$ cat src/design/sd_proto_pkg.sv
`default_nettype none

package sd_proto_pkg;

    // ========================================
    // Command frame
    // ========================================

    // Start, direction, index, argument, CRC7, end
    localparam int cmd_bits = 48;
    // Part of the command covered by the CRC
    localparam int cmd_payload_bits = 40;

    // ========================================
    // Response frames
    // ========================================

    localparam int r48_bits = 48;
    localparam int r136_bits = 136;

    // Start, direction and reserved bits of R136 are outside its CRC
    localparam int r136_crc_skip = 8;

    // Samples ignored once the host lets go of the line
    localparam int turnaround_bits = 2;

    // x^7 + x^3 + 1
    localparam logic [6:0] crc7_poly = 7'h09;

    typedef enum logic [1:0] {
        resp_none = 2'd0,
        resp_r48  = 2'd1,
        resp_r136 = 2'd2
    } resp_type_t;

endpackage

`default_nettype wire

$ cat src/design/sd_port_pkg.sv
`default_nettype none

package sd_port_pkg;

    // One command as handed to the controller
    typedef struct packed {
        logic [sd_proto_pkg::cmd_payload_bits-1:0] payload;
        sd_proto_pkg::resp_type_t resp_type;
    } cmd_req_t;

    // Short response, right aligned in the shared word
    typedef struct packed {
        logic [sd_proto_pkg::r136_bits-sd_proto_pkg::r48_bits-1:0] pad;
        logic start;
        logic dir;
        logic [5:0] index;
        logic [31:0] argument;
        logic [6:0] crc;
        logic end_bit;
    } r48_frame_t;

    // Long response (CID or CSD register)
    typedef struct packed {
        logic start;
        logic dir;
        logic [5:0] reserved;
        logic [sd_proto_pkg::r136_bits-16-1:0] body;
        logic [6:0] crc;
        logic end_bit;
    } r136_frame_t;

    typedef union packed {
        r48_frame_t r48;
        r136_frame_t r136;
    } resp_word_u;

    typedef struct packed {
        logic crc_err;
        logic end_err;
    } resp_status_t;

    // CMD pin drive
    typedef struct packed {
        logic out;
        logic oe;
    } cmd_line_t;

endpackage

`default_nettype wire

$ cat src/design/sd_bit_timer.sv
`timescale 1ns/1ps
`default_nettype none

module sd_bit_timer #(
    parameter int clk_div = 4
) (
    input wire logic clk_fast,
    input wire logic reset,
    input wire logic load_bits,
    input wire logic [7:0] bit_count_load,
    input wire logic count_on_rise,
    output logic sd_clk,
    output logic fall_tick,
    output logic rise_tick,
    output logic bit_zero
);

    localparam int phase_w = $clog2(clk_div);

    logic [phase_w-1:0] phase;
    logic [7:0] bit_count;
    logic count_tick;

    // ========================================
    // SD clock divider
    // ========================================

    // Ticks come out in the same cycle as the new sd_clk level
    always_ff @(posedge clk_fast) begin
        if (reset) begin
            phase <= '0;
            sd_clk <= 1'b0;
            fall_tick <= 1'b0;
            rise_tick <= 1'b0;
        end else begin
            fall_tick <= 1'b0;
            rise_tick <= 1'b0;
            if (phase == phase_w'(clk_div - 1)) begin
                phase <= '0;
                sd_clk <= !sd_clk;
                fall_tick <= sd_clk;
                rise_tick <= !sd_clk;
            end else begin
                phase <= phase + 1'b1;
            end
        end
    end

    // ========================================
    // Frame bit counter
    // ========================================

    // Drive edge while sending, sample edge while receiving
    assign count_tick = count_on_rise ? rise_tick : fall_tick;

    always_ff @(posedge clk_fast) begin
        if (reset) begin
            bit_count <= '0;
        end else if (load_bits) begin
            bit_count <= bit_count_load;
        end else if (count_tick && (bit_count != 8'd0)) begin
            bit_count <= bit_count - 8'd1;
        end
    end

    assign bit_zero = (bit_count == 8'd0);

    // High phase of sd_clk lasts exactly clk_div cycles
    a_high_half_period: assert property (
        @(posedge clk_fast) disable iff (reset) rise_tick |-> ##clk_div fall_tick
    );

endmodule

`default_nettype wire

$ cat src/design/sd_crc7.sv
`timescale 1ns/1ps
`default_nettype none

module sd_crc7 (
    input wire logic clk_fast,
    input wire logic reset,
    input wire logic clear,
    input wire logic enable,
    input wire logic data_bit,
    output logic [6:0] remainder
);

    logic feedback;

    // Incoming bit against the register MSB
    assign feedback = data_bit ^ remainder[6];

    always_ff @(posedge clk_fast) begin
        if (reset || clear) begin
            remainder <= '0;
        end else if (enable) begin
            remainder <= {remainder[5:0], 1'b0} ^ (feedback ? sd_proto_pkg::crc7_poly : 7'd0);
        end
    end

endmodule

`default_nettype wire

$ cat src/design/sd_cmd_shifter.sv
`timescale 1ns/1ps
`default_nettype none

module sd_cmd_shifter (
    input wire logic clk_fast,
    input wire logic reset,
    input wire logic load,
    input wire logic [39:0] payload,
    input wire logic tx_shift,
    input wire logic crc_insert,
    input wire logic [6:0] crc_value,
    input wire logic rx_shift,
    input wire logic oe,
    input wire logic cmd_in,
    output logic tx_bit,
    output logic rx_bit,
    output sd_port_pkg::cmd_line_t cmd_line,
    output sd_port_pkg::resp_word_u resp_word
);

    localparam int sr_bits = sd_proto_pkg::r136_bits;
    localparam int pl_bits = sd_proto_pkg::cmd_payload_bits;
    localparam int crc_bits = $bits(crc_value);

    logic [sr_bits-1:0] shift_reg;

    // ========================================
    // Shared command and response register
    // ========================================

    // Zeros fill in behind the command, so a short response leaves the pad clear
    always_ff @(posedge clk_fast) begin
        rx_bit <= cmd_in;
        if (load) begin
            shift_reg <= {payload, {(sr_bits - pl_bits){1'b0}}};
        end else if (crc_insert) begin
            // CRC lands right behind the payload, end bit after it
            shift_reg[sr_bits-1 -: crc_bits+1] <= {crc_value, 1'b1};
        end else if (tx_shift) begin
            shift_reg <= {shift_reg[sr_bits-2:0], 1'b0};
        end else if (rx_shift) begin
            shift_reg <= {shift_reg[sr_bits-2:0], rx_bit};
        end
    end

    assign tx_bit = shift_reg[sr_bits-1];
    assign resp_word = shift_reg;

    // ========================================
    // CMD line drive
    // ========================================

    // Enable goes up with the first driven bit, line idles high when released
    always_ff @(posedge clk_fast) begin
        if (reset) begin
            cmd_line.out <= 1'b1;
            cmd_line.oe <= 1'b0;
        end else begin
            if (tx_shift) begin
                cmd_line.out <= shift_reg[sr_bits-1];
            end else if (!oe) begin
                cmd_line.out <= 1'b1;
            end
            cmd_line.oe <= oe && (cmd_line.oe || tx_shift);
        end
    end

    a_load_not_with_shift: assert property (
        @(posedge clk_fast) disable iff (reset) load |-> !(tx_shift || rx_shift)
    );

endmodule

`default_nettype wire

$ cat src/design/sd_cmd_fsm.sv
`timescale 1ns/1ps
`default_nettype none

module sd_cmd_fsm (
    input wire logic clk_fast,
    input wire logic reset,
    input wire logic cmd_start,
    input wire sd_port_pkg::cmd_req_t cmd_req,
    input wire logic fall_tick,
    input wire logic rise_tick,
    input wire logic bit_zero,
    input wire logic rx_bit,
    input wire logic [6:0] crc_rx_value,
    input wire logic [6:0] resp_crc_field,
    output logic load_bits,
    output logic [7:0] bit_count_load,
    output logic count_on_rise,
    output logic load,
    output logic tx_shift,
    output logic rx_shift,
    output logic crc_insert,
    output logic oe,
    output logic crc_tx_clear,
    output logic crc_tx_enable,
    output logic crc_rx_clear,
    output logic crc_rx_enable,
    output logic busy,
    output logic cmd_done,
    output logic resp_done,
    output sd_port_pkg::resp_status_t resp_status
);

    localparam int crc_len = $bits(sd_proto_pkg::crc7_poly);
    localparam int skip_w = $clog2(sd_proto_pkg::r136_crc_skip);

    // Counts load as bits minus one, the last bit is seen at zero
    localparam logic [7:0] payload_count = 8'(sd_proto_pkg::cmd_payload_bits - 1);
    localparam logic [7:0] crc_count =
        8'(sd_proto_pkg::cmd_bits - sd_proto_pkg::cmd_payload_bits - 2);
    localparam logic [7:0] turn_count = 8'(sd_proto_pkg::turnaround_bits - 1);
    // Head of a response, after the start bit and before the CRC
    localparam logic [7:0] r48_head = 8'(sd_proto_pkg::r48_bits - crc_len - 3);
    localparam logic [7:0] r136_head = 8'(sd_proto_pkg::r136_bits - crc_len - 3);
    // CRC field plus end bit
    localparam logic [7:0] tail_count = 8'(crc_len);

    typedef enum logic [2:0] {
        idle,
        send_payload,
        send_crc,
        send_end,
        turnaround,
        wait_start,
        receive,
        check
    } state_t;

    state_t state;
    state_t state_next;
    logic crc_pending;
    logic [skip_w-1:0] skip_count;
    logic start_bit;
    logic send_done;
    logic recv_done;
    logic is_r136;

    assign is_r136 = (cmd_req.resp_type == sd_proto_pkg::resp_r136);
    assign start_bit = (state == wait_start) && rise_tick && !rx_bit;

    // ========================================
    // Next state and strobes
    // ========================================

    always_comb begin
        state_next = state;
        load_bits = 1'b0;
        bit_count_load = 8'd0;
        tx_shift = 1'b0;
        rx_shift = 1'b0;
        crc_tx_enable = 1'b0;
        crc_rx_enable = 1'b0;
        crc_rx_clear = 1'b0;
        send_done = 1'b0;
        recv_done = 1'b0;
        case (state)
            idle: begin
                if (cmd_start) begin
                    state_next = send_payload;
                    load_bits = 1'b1;
                    bit_count_load = payload_count;
                end
            end
            send_payload: begin
                if (fall_tick) begin
                    tx_shift = 1'b1;
                    crc_tx_enable = 1'b1;
                    if (bit_zero) begin
                        state_next = send_crc;
                        load_bits = 1'b1;
                        bit_count_load = crc_count;
                    end
                end
            end
            send_crc: begin
                if (fall_tick) begin
                    tx_shift = 1'b1;
                    if (bit_zero) begin
                        state_next = send_end;
                        load_bits = 1'b1;
                        bit_count_load = 8'd1;
                    end
                end
            end
            send_end: begin
                // First edge drives the end bit, second one releases the line
                if (fall_tick && !bit_zero) begin
                    tx_shift = 1'b1;
                end else if (fall_tick) begin
                    send_done = 1'b1;
                    if (cmd_req.resp_type == sd_proto_pkg::resp_none) begin
                        state_next = idle;
                    end else begin
                        state_next = turnaround;
                        load_bits = 1'b1;
                        bit_count_load = turn_count;
                    end
                end
            end
            turnaround: begin
                if (rise_tick && bit_zero) begin
                    state_next = wait_start;
                end
            end
            wait_start: begin
                if (start_bit) begin
                    rx_shift = 1'b1;
                    crc_rx_enable = !is_r136;
                    state_next = receive;
                    load_bits = 1'b1;
                    bit_count_load = is_r136 ? r136_head : r48_head;
                end else begin
                    crc_rx_clear = 1'b1;
                end
            end
            receive: begin
                if (rise_tick) begin
                    rx_shift = 1'b1;
                    crc_rx_enable = (skip_count == '0);
                    if (bit_zero) begin
                        state_next = check;
                        load_bits = 1'b1;
                        bit_count_load = tail_count;
                    end
                end
            end
            check: begin
                if (rise_tick) begin
                    rx_shift = 1'b1;
                    if (bit_zero) begin
                        recv_done = 1'b1;
                        state_next = idle;
                    end
                end
            end
            default: begin
                state_next = idle;
            end
        endcase
    end

    assign load = (state == idle) && cmd_start;
    assign crc_tx_clear = load;
    // One cycle after the last payload bit, when crc_tx has settled
    assign crc_insert = (state == send_crc) && crc_pending;
    assign oe = (state == send_payload) || (state == send_crc)
        || ((state == send_end) && !send_done);
    assign count_on_rise = (state == turnaround) || (state == wait_start)
        || (state == receive) || (state == check);

    // ========================================
    // State and status registers
    // ========================================

    always_ff @(posedge clk_fast) begin
        if (reset) begin
            state <= idle;
            busy <= 1'b0;
            cmd_done <= 1'b0;
            resp_done <= 1'b0;
            crc_pending <= 1'b0;
            skip_count <= '0;
            resp_status <= '0;
        end else begin
            state <= state_next;
            busy <= (state_next != idle);
            cmd_done <= send_done;
            resp_done <= recv_done;
            crc_pending <= (state != send_crc) && (state_next == send_crc);

            // R136 leaves its first bits out of the CRC
            if (start_bit) begin
                skip_count <= is_r136 ? skip_w'(sd_proto_pkg::r136_crc_skip - 1) : '0;
            end else if (rx_shift && (skip_count != '0)) begin
                skip_count <= skip_count - 1'b1;
            end

            // End bit is still on rx_bit, the CRC field just below it
            if (recv_done) begin
                resp_status.crc_err <= (crc_rx_value != resp_crc_field);
                resp_status.end_err <= !rx_bit;
            end
        end
    end

    // CRC overlay has to fall between two drive edges
    a_crc_insert_between_shifts: assert property (
        @(posedge clk_fast) disable iff (reset) crc_insert |-> !tx_shift
    );

endmodule

`default_nettype wire

$ cat src/design/sd_cmd_top.sv
`timescale 1ns/1ps
`default_nettype none

module sd_cmd_top #(
    parameter int clk_div = 4
) (
    input wire logic clk_fast,
    input wire logic reset,
    input wire logic cmd_start,
    input wire sd_port_pkg::cmd_req_t cmd_req,
    input wire logic cmd_in,
    output logic sd_clk,
    output sd_port_pkg::cmd_line_t cmd_line,
    output logic busy,
    output logic cmd_done,
    output logic resp_done,
    output sd_port_pkg::resp_word_u resp_word,
    output sd_port_pkg::resp_status_t resp_status
);

    logic fall_tick;
    logic rise_tick;
    logic bit_zero;
    logic load_bits;
    logic [7:0] bit_count_load;
    logic count_on_rise;
    logic load;
    logic tx_shift;
    logic rx_shift;
    logic crc_insert;
    logic oe;
    logic tx_bit;
    logic rx_bit;
    logic crc_tx_clear;
    logic crc_tx_enable;
    logic crc_rx_clear;
    logic crc_rx_enable;
    logic [6:0] crc_tx_value;
    logic [6:0] crc_rx_value;

    sd_bit_timer #(
        .clk_div(clk_div)
    ) timer (
        .clk_fast(clk_fast),
        .reset(reset),
        .load_bits(load_bits),
        .bit_count_load(bit_count_load),
        .count_on_rise(count_on_rise),
        .sd_clk(sd_clk),
        .fall_tick(fall_tick),
        .rise_tick(rise_tick),
        .bit_zero(bit_zero)
    );

    // CRC field is checked before the end bit shifts in, so it sits at the bottom
    sd_cmd_fsm fsm (
        .clk_fast(clk_fast),
        .reset(reset),
        .cmd_start(cmd_start),
        .cmd_req(cmd_req),
        .fall_tick(fall_tick),
        .rise_tick(rise_tick),
        .bit_zero(bit_zero),
        .rx_bit(rx_bit),
        .crc_rx_value(crc_rx_value),
        .resp_crc_field(resp_word[6:0]),
        .load_bits(load_bits),
        .bit_count_load(bit_count_load),
        .count_on_rise(count_on_rise),
        .load(load),
        .tx_shift(tx_shift),
        .rx_shift(rx_shift),
        .crc_insert(crc_insert),
        .oe(oe),
        .crc_tx_clear(crc_tx_clear),
        .crc_tx_enable(crc_tx_enable),
        .crc_rx_clear(crc_rx_clear),
        .crc_rx_enable(crc_rx_enable),
        .busy(busy),
        .cmd_done(cmd_done),
        .resp_done(resp_done),
        .resp_status(resp_status)
    );

    sd_cmd_shifter shifter (
        .clk_fast(clk_fast),
        .reset(reset),
        .load(load),
        .payload(cmd_req.payload),
        .tx_shift(tx_shift),
        .crc_insert(crc_insert),
        .crc_value(crc_tx_value),
        .rx_shift(rx_shift),
        .oe(oe),
        .cmd_in(cmd_in),
        .tx_bit(tx_bit),
        .rx_bit(rx_bit),
        .cmd_line(cmd_line),
        .resp_word(resp_word)
    );

    // Outgoing command CRC
    sd_crc7 crc_tx (
        .clk_fast(clk_fast),
        .reset(reset),
        .clear(crc_tx_clear),
        .enable(crc_tx_enable),
        .data_bit(tx_bit),
        .remainder(crc_tx_value)
    );

    // Incoming response CRC
    sd_crc7 crc_rx (
        .clk_fast(clk_fast),
        .reset(reset),
        .clear(crc_rx_clear),
        .enable(crc_rx_enable),
        .data_bit(rx_bit),
        .remainder(crc_rx_value)
    );

endmodule

`default_nettype wire

$ cat config.mk
export PLATFORM = sky130hd
export DESIGN_NAME = sd_cmd_top
export DESIGN_NICKNAME = d
export VERILOG_FILES = /design/src/design/sd_proto_pkg.sv /design/src/design/sd_port_pkg.sv /design/src/design/sd_bit_timer.sv /design/src/design/sd_crc7.sv /design/src/design/sd_cmd_shifter.sv /design/src/design/sd_cmd_fsm.sv /design/src/design/sd_cmd_top.sv
export SDC_FILE = /design/constraint.sdc
export NUM_CORES = 1
export LEC_CHECK = 0
export ABC_AREA = 0
export BUFFER_PORTS_ARGS = -buffer_cell sky130_fd_sc_hd__clkbuf_2
export CORE_ASPECT_RATIO = 0.6
export CORE_MARGIN = 2
export CORE_UTILIZATION = 48
export DETAILED_ROUTE_END_ITERATION = 8
export PLACE_DENSITY = 0.85
export SLEW_MARGIN = 40
export SYNTH_ARGS = -nofsm -noshare
export SYNTH_HDL_FRONTEND = slang
export SYNTH_SLANG_ARGS = --single-unit
$ cat constraint.sdc
create_clock -name clk_fast -period 2.75 [get_ports clk_fast]
set_clock_uncertainty 0.1 [all_clocks]
set_input_delay 0.275 -clock clk_fast [delete_from_list [all_inputs] [get_ports clk_fast]]
set_output_delay 0.275 -clock clk_fast [all_outputs]
set_load 0.05 [all_outputs]
==> impl_metrics.ini, run 1 <==
[sta]
tns_ns = 0
setup_viol = 0
rsz0062_at_grt = no
timing_hold_violations_final = 0
finalCritPeriodShare_pct = 91.5
drv_slew = 0
fin_crit_ns = 2.52
max_freq_mhz = 397
tightestPinTransition_ns = 0.742
max_slew_margin_pct = 50.0

[setup_path]
worstSetupPathType = register to register
crit_path_end_kind = register
cp_num_buf_inv = 2
cp_max_fo = 5
cp-start-kind = register
crit_required_ns = 2.91
reg2reg_from = timer.bit_count[0]
rr_endpoint = fsm.busy
cp_slowest_cell = a221oi_1
crit_path_max_incr_delay_ns = 0.48
path_cells = inv_1 -> ha_1 -> nor4b_1 -> buf_4 -> and3_1 -> mux2_2 -> a221oi_1 -> o221ai_1
reg2reg_depth = 8
reg2reg_slack_ns = 0.23
crit_family = compound AO/OA/AOI/OAI gates
critPathArrivalTime_ns = 2.67

[layout]
drive_gt1_share_pct = 23.9
antenna_cells = 0
fillCellCount = 1250
regArea_um2 = 3960
multi_input_area_um2 = 3030
finish.net_count = 1080
area_growth_pct = 23.1
postLayoutCellArea_um2 = 9000

[logic_synthesis]
synth-seq-area-share_pct = 54.2
synth_top_area_share_pct = 37.8
synth_area_leaders = dfxtp_1 38%, edfxtp_1 16%, nand2_1 15%
syn_area_per_cell_um2 = 8.51
synth-seq-cells = 178
synth_edf_count = 40
synthArstFlopShare_pct = 0
yosysTopAreaCell = dfxtp_1
netlist_instances = 859
yosys_warnings = 0
yosys.cell_count.top_type = nand2_1
syn-num-nets = 909
synth.distinct_cells = 61
synth_commonest_cells = 299 x nand2_1, 138 x dfxtp_1, 70 x o21ai_1
synth-main-ff-cell = dfxtp_1
syn_area_um2 = 7310

[placed_design]
dp_hpwl_mm = 12.6
place_congestion = 0.917
io_buffers = 189
dpl_cell_area_um2 = 8400

[global_route]
grt_use_met1_pct = 31.2
met3_usage_pct = 6.88
grt_max_degree = 111
busiest_layer = met2
grtUsageMet2_pct = 31.6
grt-ovfl-total = 0
grt_usage_pct = 21.7
antenna_found_initial = 0
grt_pass1_vias = 5796
grt_first_pass_wirelength_mm = 28.5

[drt]
drt_iter0_drc = 480
ant_nets = 0
avgRoutedWirePerCell_um = 14.2
dr_total_vias = 6409
drc = 0
vias_per_cell = 5.16
wl_mm = 17.6
firstDrtPassIters = 5

[clock_network]
cts_buffer_depth = 2
tritoncts = done
cts_root_buf = clkbuf_16
cts_htree_levels = 4
clkTransAtPathRegs_ns = 0.07
post_cts_buffers = 0
numClockSinks = 178
worstSkewPairLatency_ns = 0.42
cts_buffers = 17

[power]
p_leak_uw = 0.00386
vdd_drop_max_v = 0.000407
power_density_nw_per_um2 = 639

[worst_hold_path]
min_from = cmd_req[14]
hold_depth = 3
holdPathEnd = shifter.resp_word[108]
min_path_type = input port to register

[floorplanning]
rows = 34
die-area_um2 = 16300
start_util_pct = 49.8
top_level_ports = 190
dieHeight_um = 99.6
core_area_um2 = 14700
die_w_um = 163

[status]
status = finished, final reports clean

[job]
maxCapViolations = 0
[how the worst max path moves through the flow]
stage | depth (start not counted) | from | endpoint | slack, ns
floorplan | 8 | timer.bit_count[0] | shifter.resp_word[100] | 0.08
global placement | 6 | timer.bit_count[0] | shifter.resp_word[113] | 0.18
detailed placement | 6 | timer.bit_count[0] | shifter.resp_word[111] | 0.12
CTS | 6 | timer.bit_count[0] | shifter.resp_word[114] | 0.1
global route | 5 | fsm.state[0] | timer.bit_count[4] | 0.07
finish | 8 | timer.bit_count[0] | fsm.busy | 0.23
[stage by stage]
stage	std cells	hold WS [ns]	util, %	worst slack (ns)	total power, µW
final	1241	0.0249	61.3	0.233	5750
after global routing	1241	0.0135	61.3	0.0682	5970
after CTS	1241	0.00213	61.3	0.0972	5790
after detailed placement	1208	0.287	57.2	0.124	3450
after global placement	1208	0.287	57.2	0.182	3430
after floorplan	859	0.203	-	0.0809	3280
[cell families (layout without fill, tap and decap cells)]
kind of cell | count (synthesis) | in the layout | share of synthesized area [%]
xor+xnor | 15 | 15 | 1.80
flops | 178 | 178 | 54.2
mux | 9 | 9 | 1.27
fa+ha+maj | 4 | 4 | 0.685
simple gates | 426 | 426 | 24.7
compound gates | 160 | 160 | 12.7
buf+inv | 67 | 251 | 4.57
[power breakdown]
part | internal [µW] | leakage, µW | total (µW) | switching (µW)
Combinational | 155 | 0.00206 | 576 | 420
Clock | 1230 | 0.000288 | 2360 | 1130
Sequential | 2760 | 0.00150 | 2810 | 52.4
Total | 4150 | 0.00386 | 5750 | 1600
[cell type report]
cell class,instances,share of cell area [%]
Sequential cell,178,44.0
Timing Repair Buffer,207,12.5
Multi-Input combinational cell,614,33.7
Tap cell,198,2.75
Clock buffer,18,4.77
Clock inverter,14,1.75
Inverter,12,0.501
[registers in the layout (all words and copies together) (netlist names), 2 cells and up]
name               flops
crc_rx.remainder       7
crc_tx.remainder       7
fsm.resp_status        2
fsm.skip_count         3
fsm.state              3
shifter.cmd_line       2
shifter.resp_word    136
timer.bit_count        8
timer.phase            2
[cell usage in the layout, fill, tap and decap left out, types with 4 or more instances in the layout]
master	synthesis	routed
nand2_1	299	298
clkbuf_2	1	189
dfxtp_1	138	138
o21ai_1	70	70
edfxtp_1	40	40
nand3_1	39	39
o21ai_0	37	37
nor2_1	30	30
nor3_1	17	17
clkbuf_16	0	17
a21oi_1	14	14
buf_4	2	14
inv_1	12	12
xor2_1	11	11
a31oi_1	10	10
mux2i_1	7	7
nor3b_1	6	6
and2_1	5	5
inv_8	0	5
nor2b_1	4	4
nand2b_1	4	4
xnor2_1	4	4
nor4_1	4	4
ha_1	4	4
[timing repair]
action | CTS | global route
hold endpoints to repair | 1 | 0
hold buffers | 1 | 0
setup endpoints to repair | 0 | 31
gates resized for setup | 0 | 1
[per-layer routing]
layer | up-vias | share of wire, %
met5 | - | 0
li1 | 3240 | -
met4 | 0 | 0.69
met3 | 13 | 8.7
met2 | 222 | 43
met1 | 2934 | 48
[worst min-delay path, stage by stage]
cell      delay (ns)
clkbuf_2        0.08
nand2_1         0.04
nand2_1         0.04
Power figures use the tool's default switching activity.
==> run 2, diff against run 1 <==
--- a/config.mk
+++ b/config.mk
@@ -11,7 +11,7 @@
 export CORE_MARGIN = 2
 export CORE_UTILIZATION = 48
 export DETAILED_ROUTE_END_ITERATION = 8
-export PLACE_DENSITY = 0.85
+export PLACE_DENSITY = 0.87
 export SLEW_MARGIN = 40
 export SYNTH_ARGS = -nofsm -noshare
 export SYNTH_HDL_FRONTEND = slang
==> run 2 against run 1 <==
Via count grew 0.31%. Setup slack lost 0.025 ns. Power about the same. Critical path depth is 2 lower. Global-route usage is 0.75 points higher. Die area unchanged. Critical path type unchanged. Largest cell class unchanged. Largest power group unchanged.
==> impl_metrics.ini, run 2 (synthesis results as in run 1) <==
[layout]
area_growth_pct = 23.0
fin_cells = 1242
finish.net_count = 1081
antenna_cells = 0
drive_gt1_share_pct = 24.0
mostFrequentLayoutCells = 298 x nand2_1, 189 x clkbuf_2, 138 x dfxtp_1, 70 x o21ai_1, 40 x edfxtp_1
postLayoutCellArea_um2 = 8990
largest_reg_flops = 136
mostFrequentLayoutCell = nand2_1

[drt]
dr_total_vias = 6429
firstDrtPassIters = 5
drc = 0
avgRoutedWirePerCell_um = 14.3
ant_nets = 0
drt_iter0_drc = 512
wl_mm = 17.8
vias_per_cell = 5.18

[setup_path]
crit_required_ns = 2.94
cp_max_fo = 10
worstSetupPathType = register to register
critPathArrivalTime_ns = 2.73
path_cells = buf_4 -> nand4b_1 -> o31ai_1 -> o21ai_0 -> a21oi_1 -> a2111oi_1
crit_path_end_kind = register
crit_family = compound AO/OA/AOI/OAI gates
cp_slowest_cell = o21ai_0
crit_path_max_incr_delay_ns = 0.68
cp-start-kind = register
cp_num_buf_inv = 1

[placed_design]
place_congestion = 0.977
io_buffers = 189
dpl_cell_area_um2 = 8390
dp.cells = 1209
dp_hpwl_mm = 12.6
pre_cts_slack_ns = 0.125

[sta]
tns_ns = 0
finalWorstSetupSlack_ns = 0.208
timing_hold_violations_final = 0
tightestPinTransition_ns = 0.832
drv_slew = 0
rsz0062_at_grt = no
max_slew_margin_pct = 43.9
fin_crit_ns = 2.54
setup_viol = 0
max_freq_mhz = 393
finalCritPeriodShare_pct = 92.4

[job]
maxCapViolations = 0

[floorplanning]
die_w_um = 163
die-area_um2 = 16300
top_level_ports = 190
dieHeight_um = 99.6
core_area_um2 = 14700
start_util_pct = 49.8
rows = 34

[global_route]
grtUsageMet2_pct = 33.7
busiest_layer = met2
grt-ovfl-total = 0
grt_usage_pct = 22.4
antenna_found_initial = 0
grt_use_met1_pct = 31.7
grt_max_degree = 113
grt_pass1_vias = 5985
grt_first_pass_wirelength_mm = 29.5
met3_usage_pct = 6.92

[status]
status = finished, final reports clean

[clock_network]
numClockSinks = 178
cts_buffer_depth = 2
worstSkewPairLatency_ns = 0.41
clkTransAtPathRegs_ns = 0.07
cts_htree_levels = 4
cts_root_buf = clkbuf_16
post_cts_buffers = 0
cts_buffers = 17
tritoncts = done

[power]
vdd_drop_max_v = 0.000318
switchingPower_uw = 1610
power_uw = 5750
power_density_nw_per_um2 = 639
p_int_uw = 4140
clkPwrFrac_pct = 41.1
seq_power_share_pct = 48.9
p_leak_uw = 0.00386
comb_power_share_pct = 10.0
switching_share_pct = 28.0

[worst_hold_path]
min_path_type = input port to register
==> run 2: metal layers <==
layer | routed length (µm) | up-vias
met5 | 0 | -
met4 | 128 | 0
met3 | 1530 | 15
met2 | 7610 | 231
met1 | 8520 | 2943
li1 | - | 3240
==> run 2: path summary, 6_finish.rpt <==
check	cells after the start	slack, ns	start	end
worst min register to register	1	0.33	timer.phase[0]	timer.phase[0]
worst max register to register	6	0.21	fsm.state[0]	timer.bit_count[3]
worst max-delay path	6	0.21	fsm.state[0]	timer.bit_count[3]
worst min-delay path	3	0.03	cmd_req[31]	shifter.resp_word[125]
==> run 2: final cells by class <==
cell class,count,area (µm²)
Sequential cell,178,3960
Clock inverter,15,161
Multi-Input combinational cell,614,3030
Clock buffer,17,425
Timing Repair Buffer,208,1120
Inverter,12,45.0
Fill cell,1290,5680
Tap cell,198,248
==> run 2: per-stage QoR <==
step           hold WS [ns]  utilization, %
6_report             0.0271            61.3
5_1_grt              0.0203            61.3
4_1_cts             0.00520            61.3
3_5_place_dp          0.287            57.2
3_3_place_gp          0.285            57.2
2_1_floorplan         0.203               -
==> run 2: what timing repair did <==
action | in CTS | in global routing
endpoints found under the setup margin | 0 | 32
endpoints found under the hold margin | 1 | 0
hold buffers | 1 | 0
resized for setup | 0 | 1
==> run 2: worst min-delay path, stage by stage <==
cell and delay, ns:
clkbuf_2 0.08, nand2_1 0.04, nand2_1 0.04
==> run 2: power by group through the flow <==
stage	clock (µW)	combinational (µW)	sequential, µW
after floorplan	0	231	3050
after detailed placement	0	570	2870
after CTS	2410	574	2810
after global routing	2520	622	2820
after global placement	0	564	2870
final	2360	574	2810
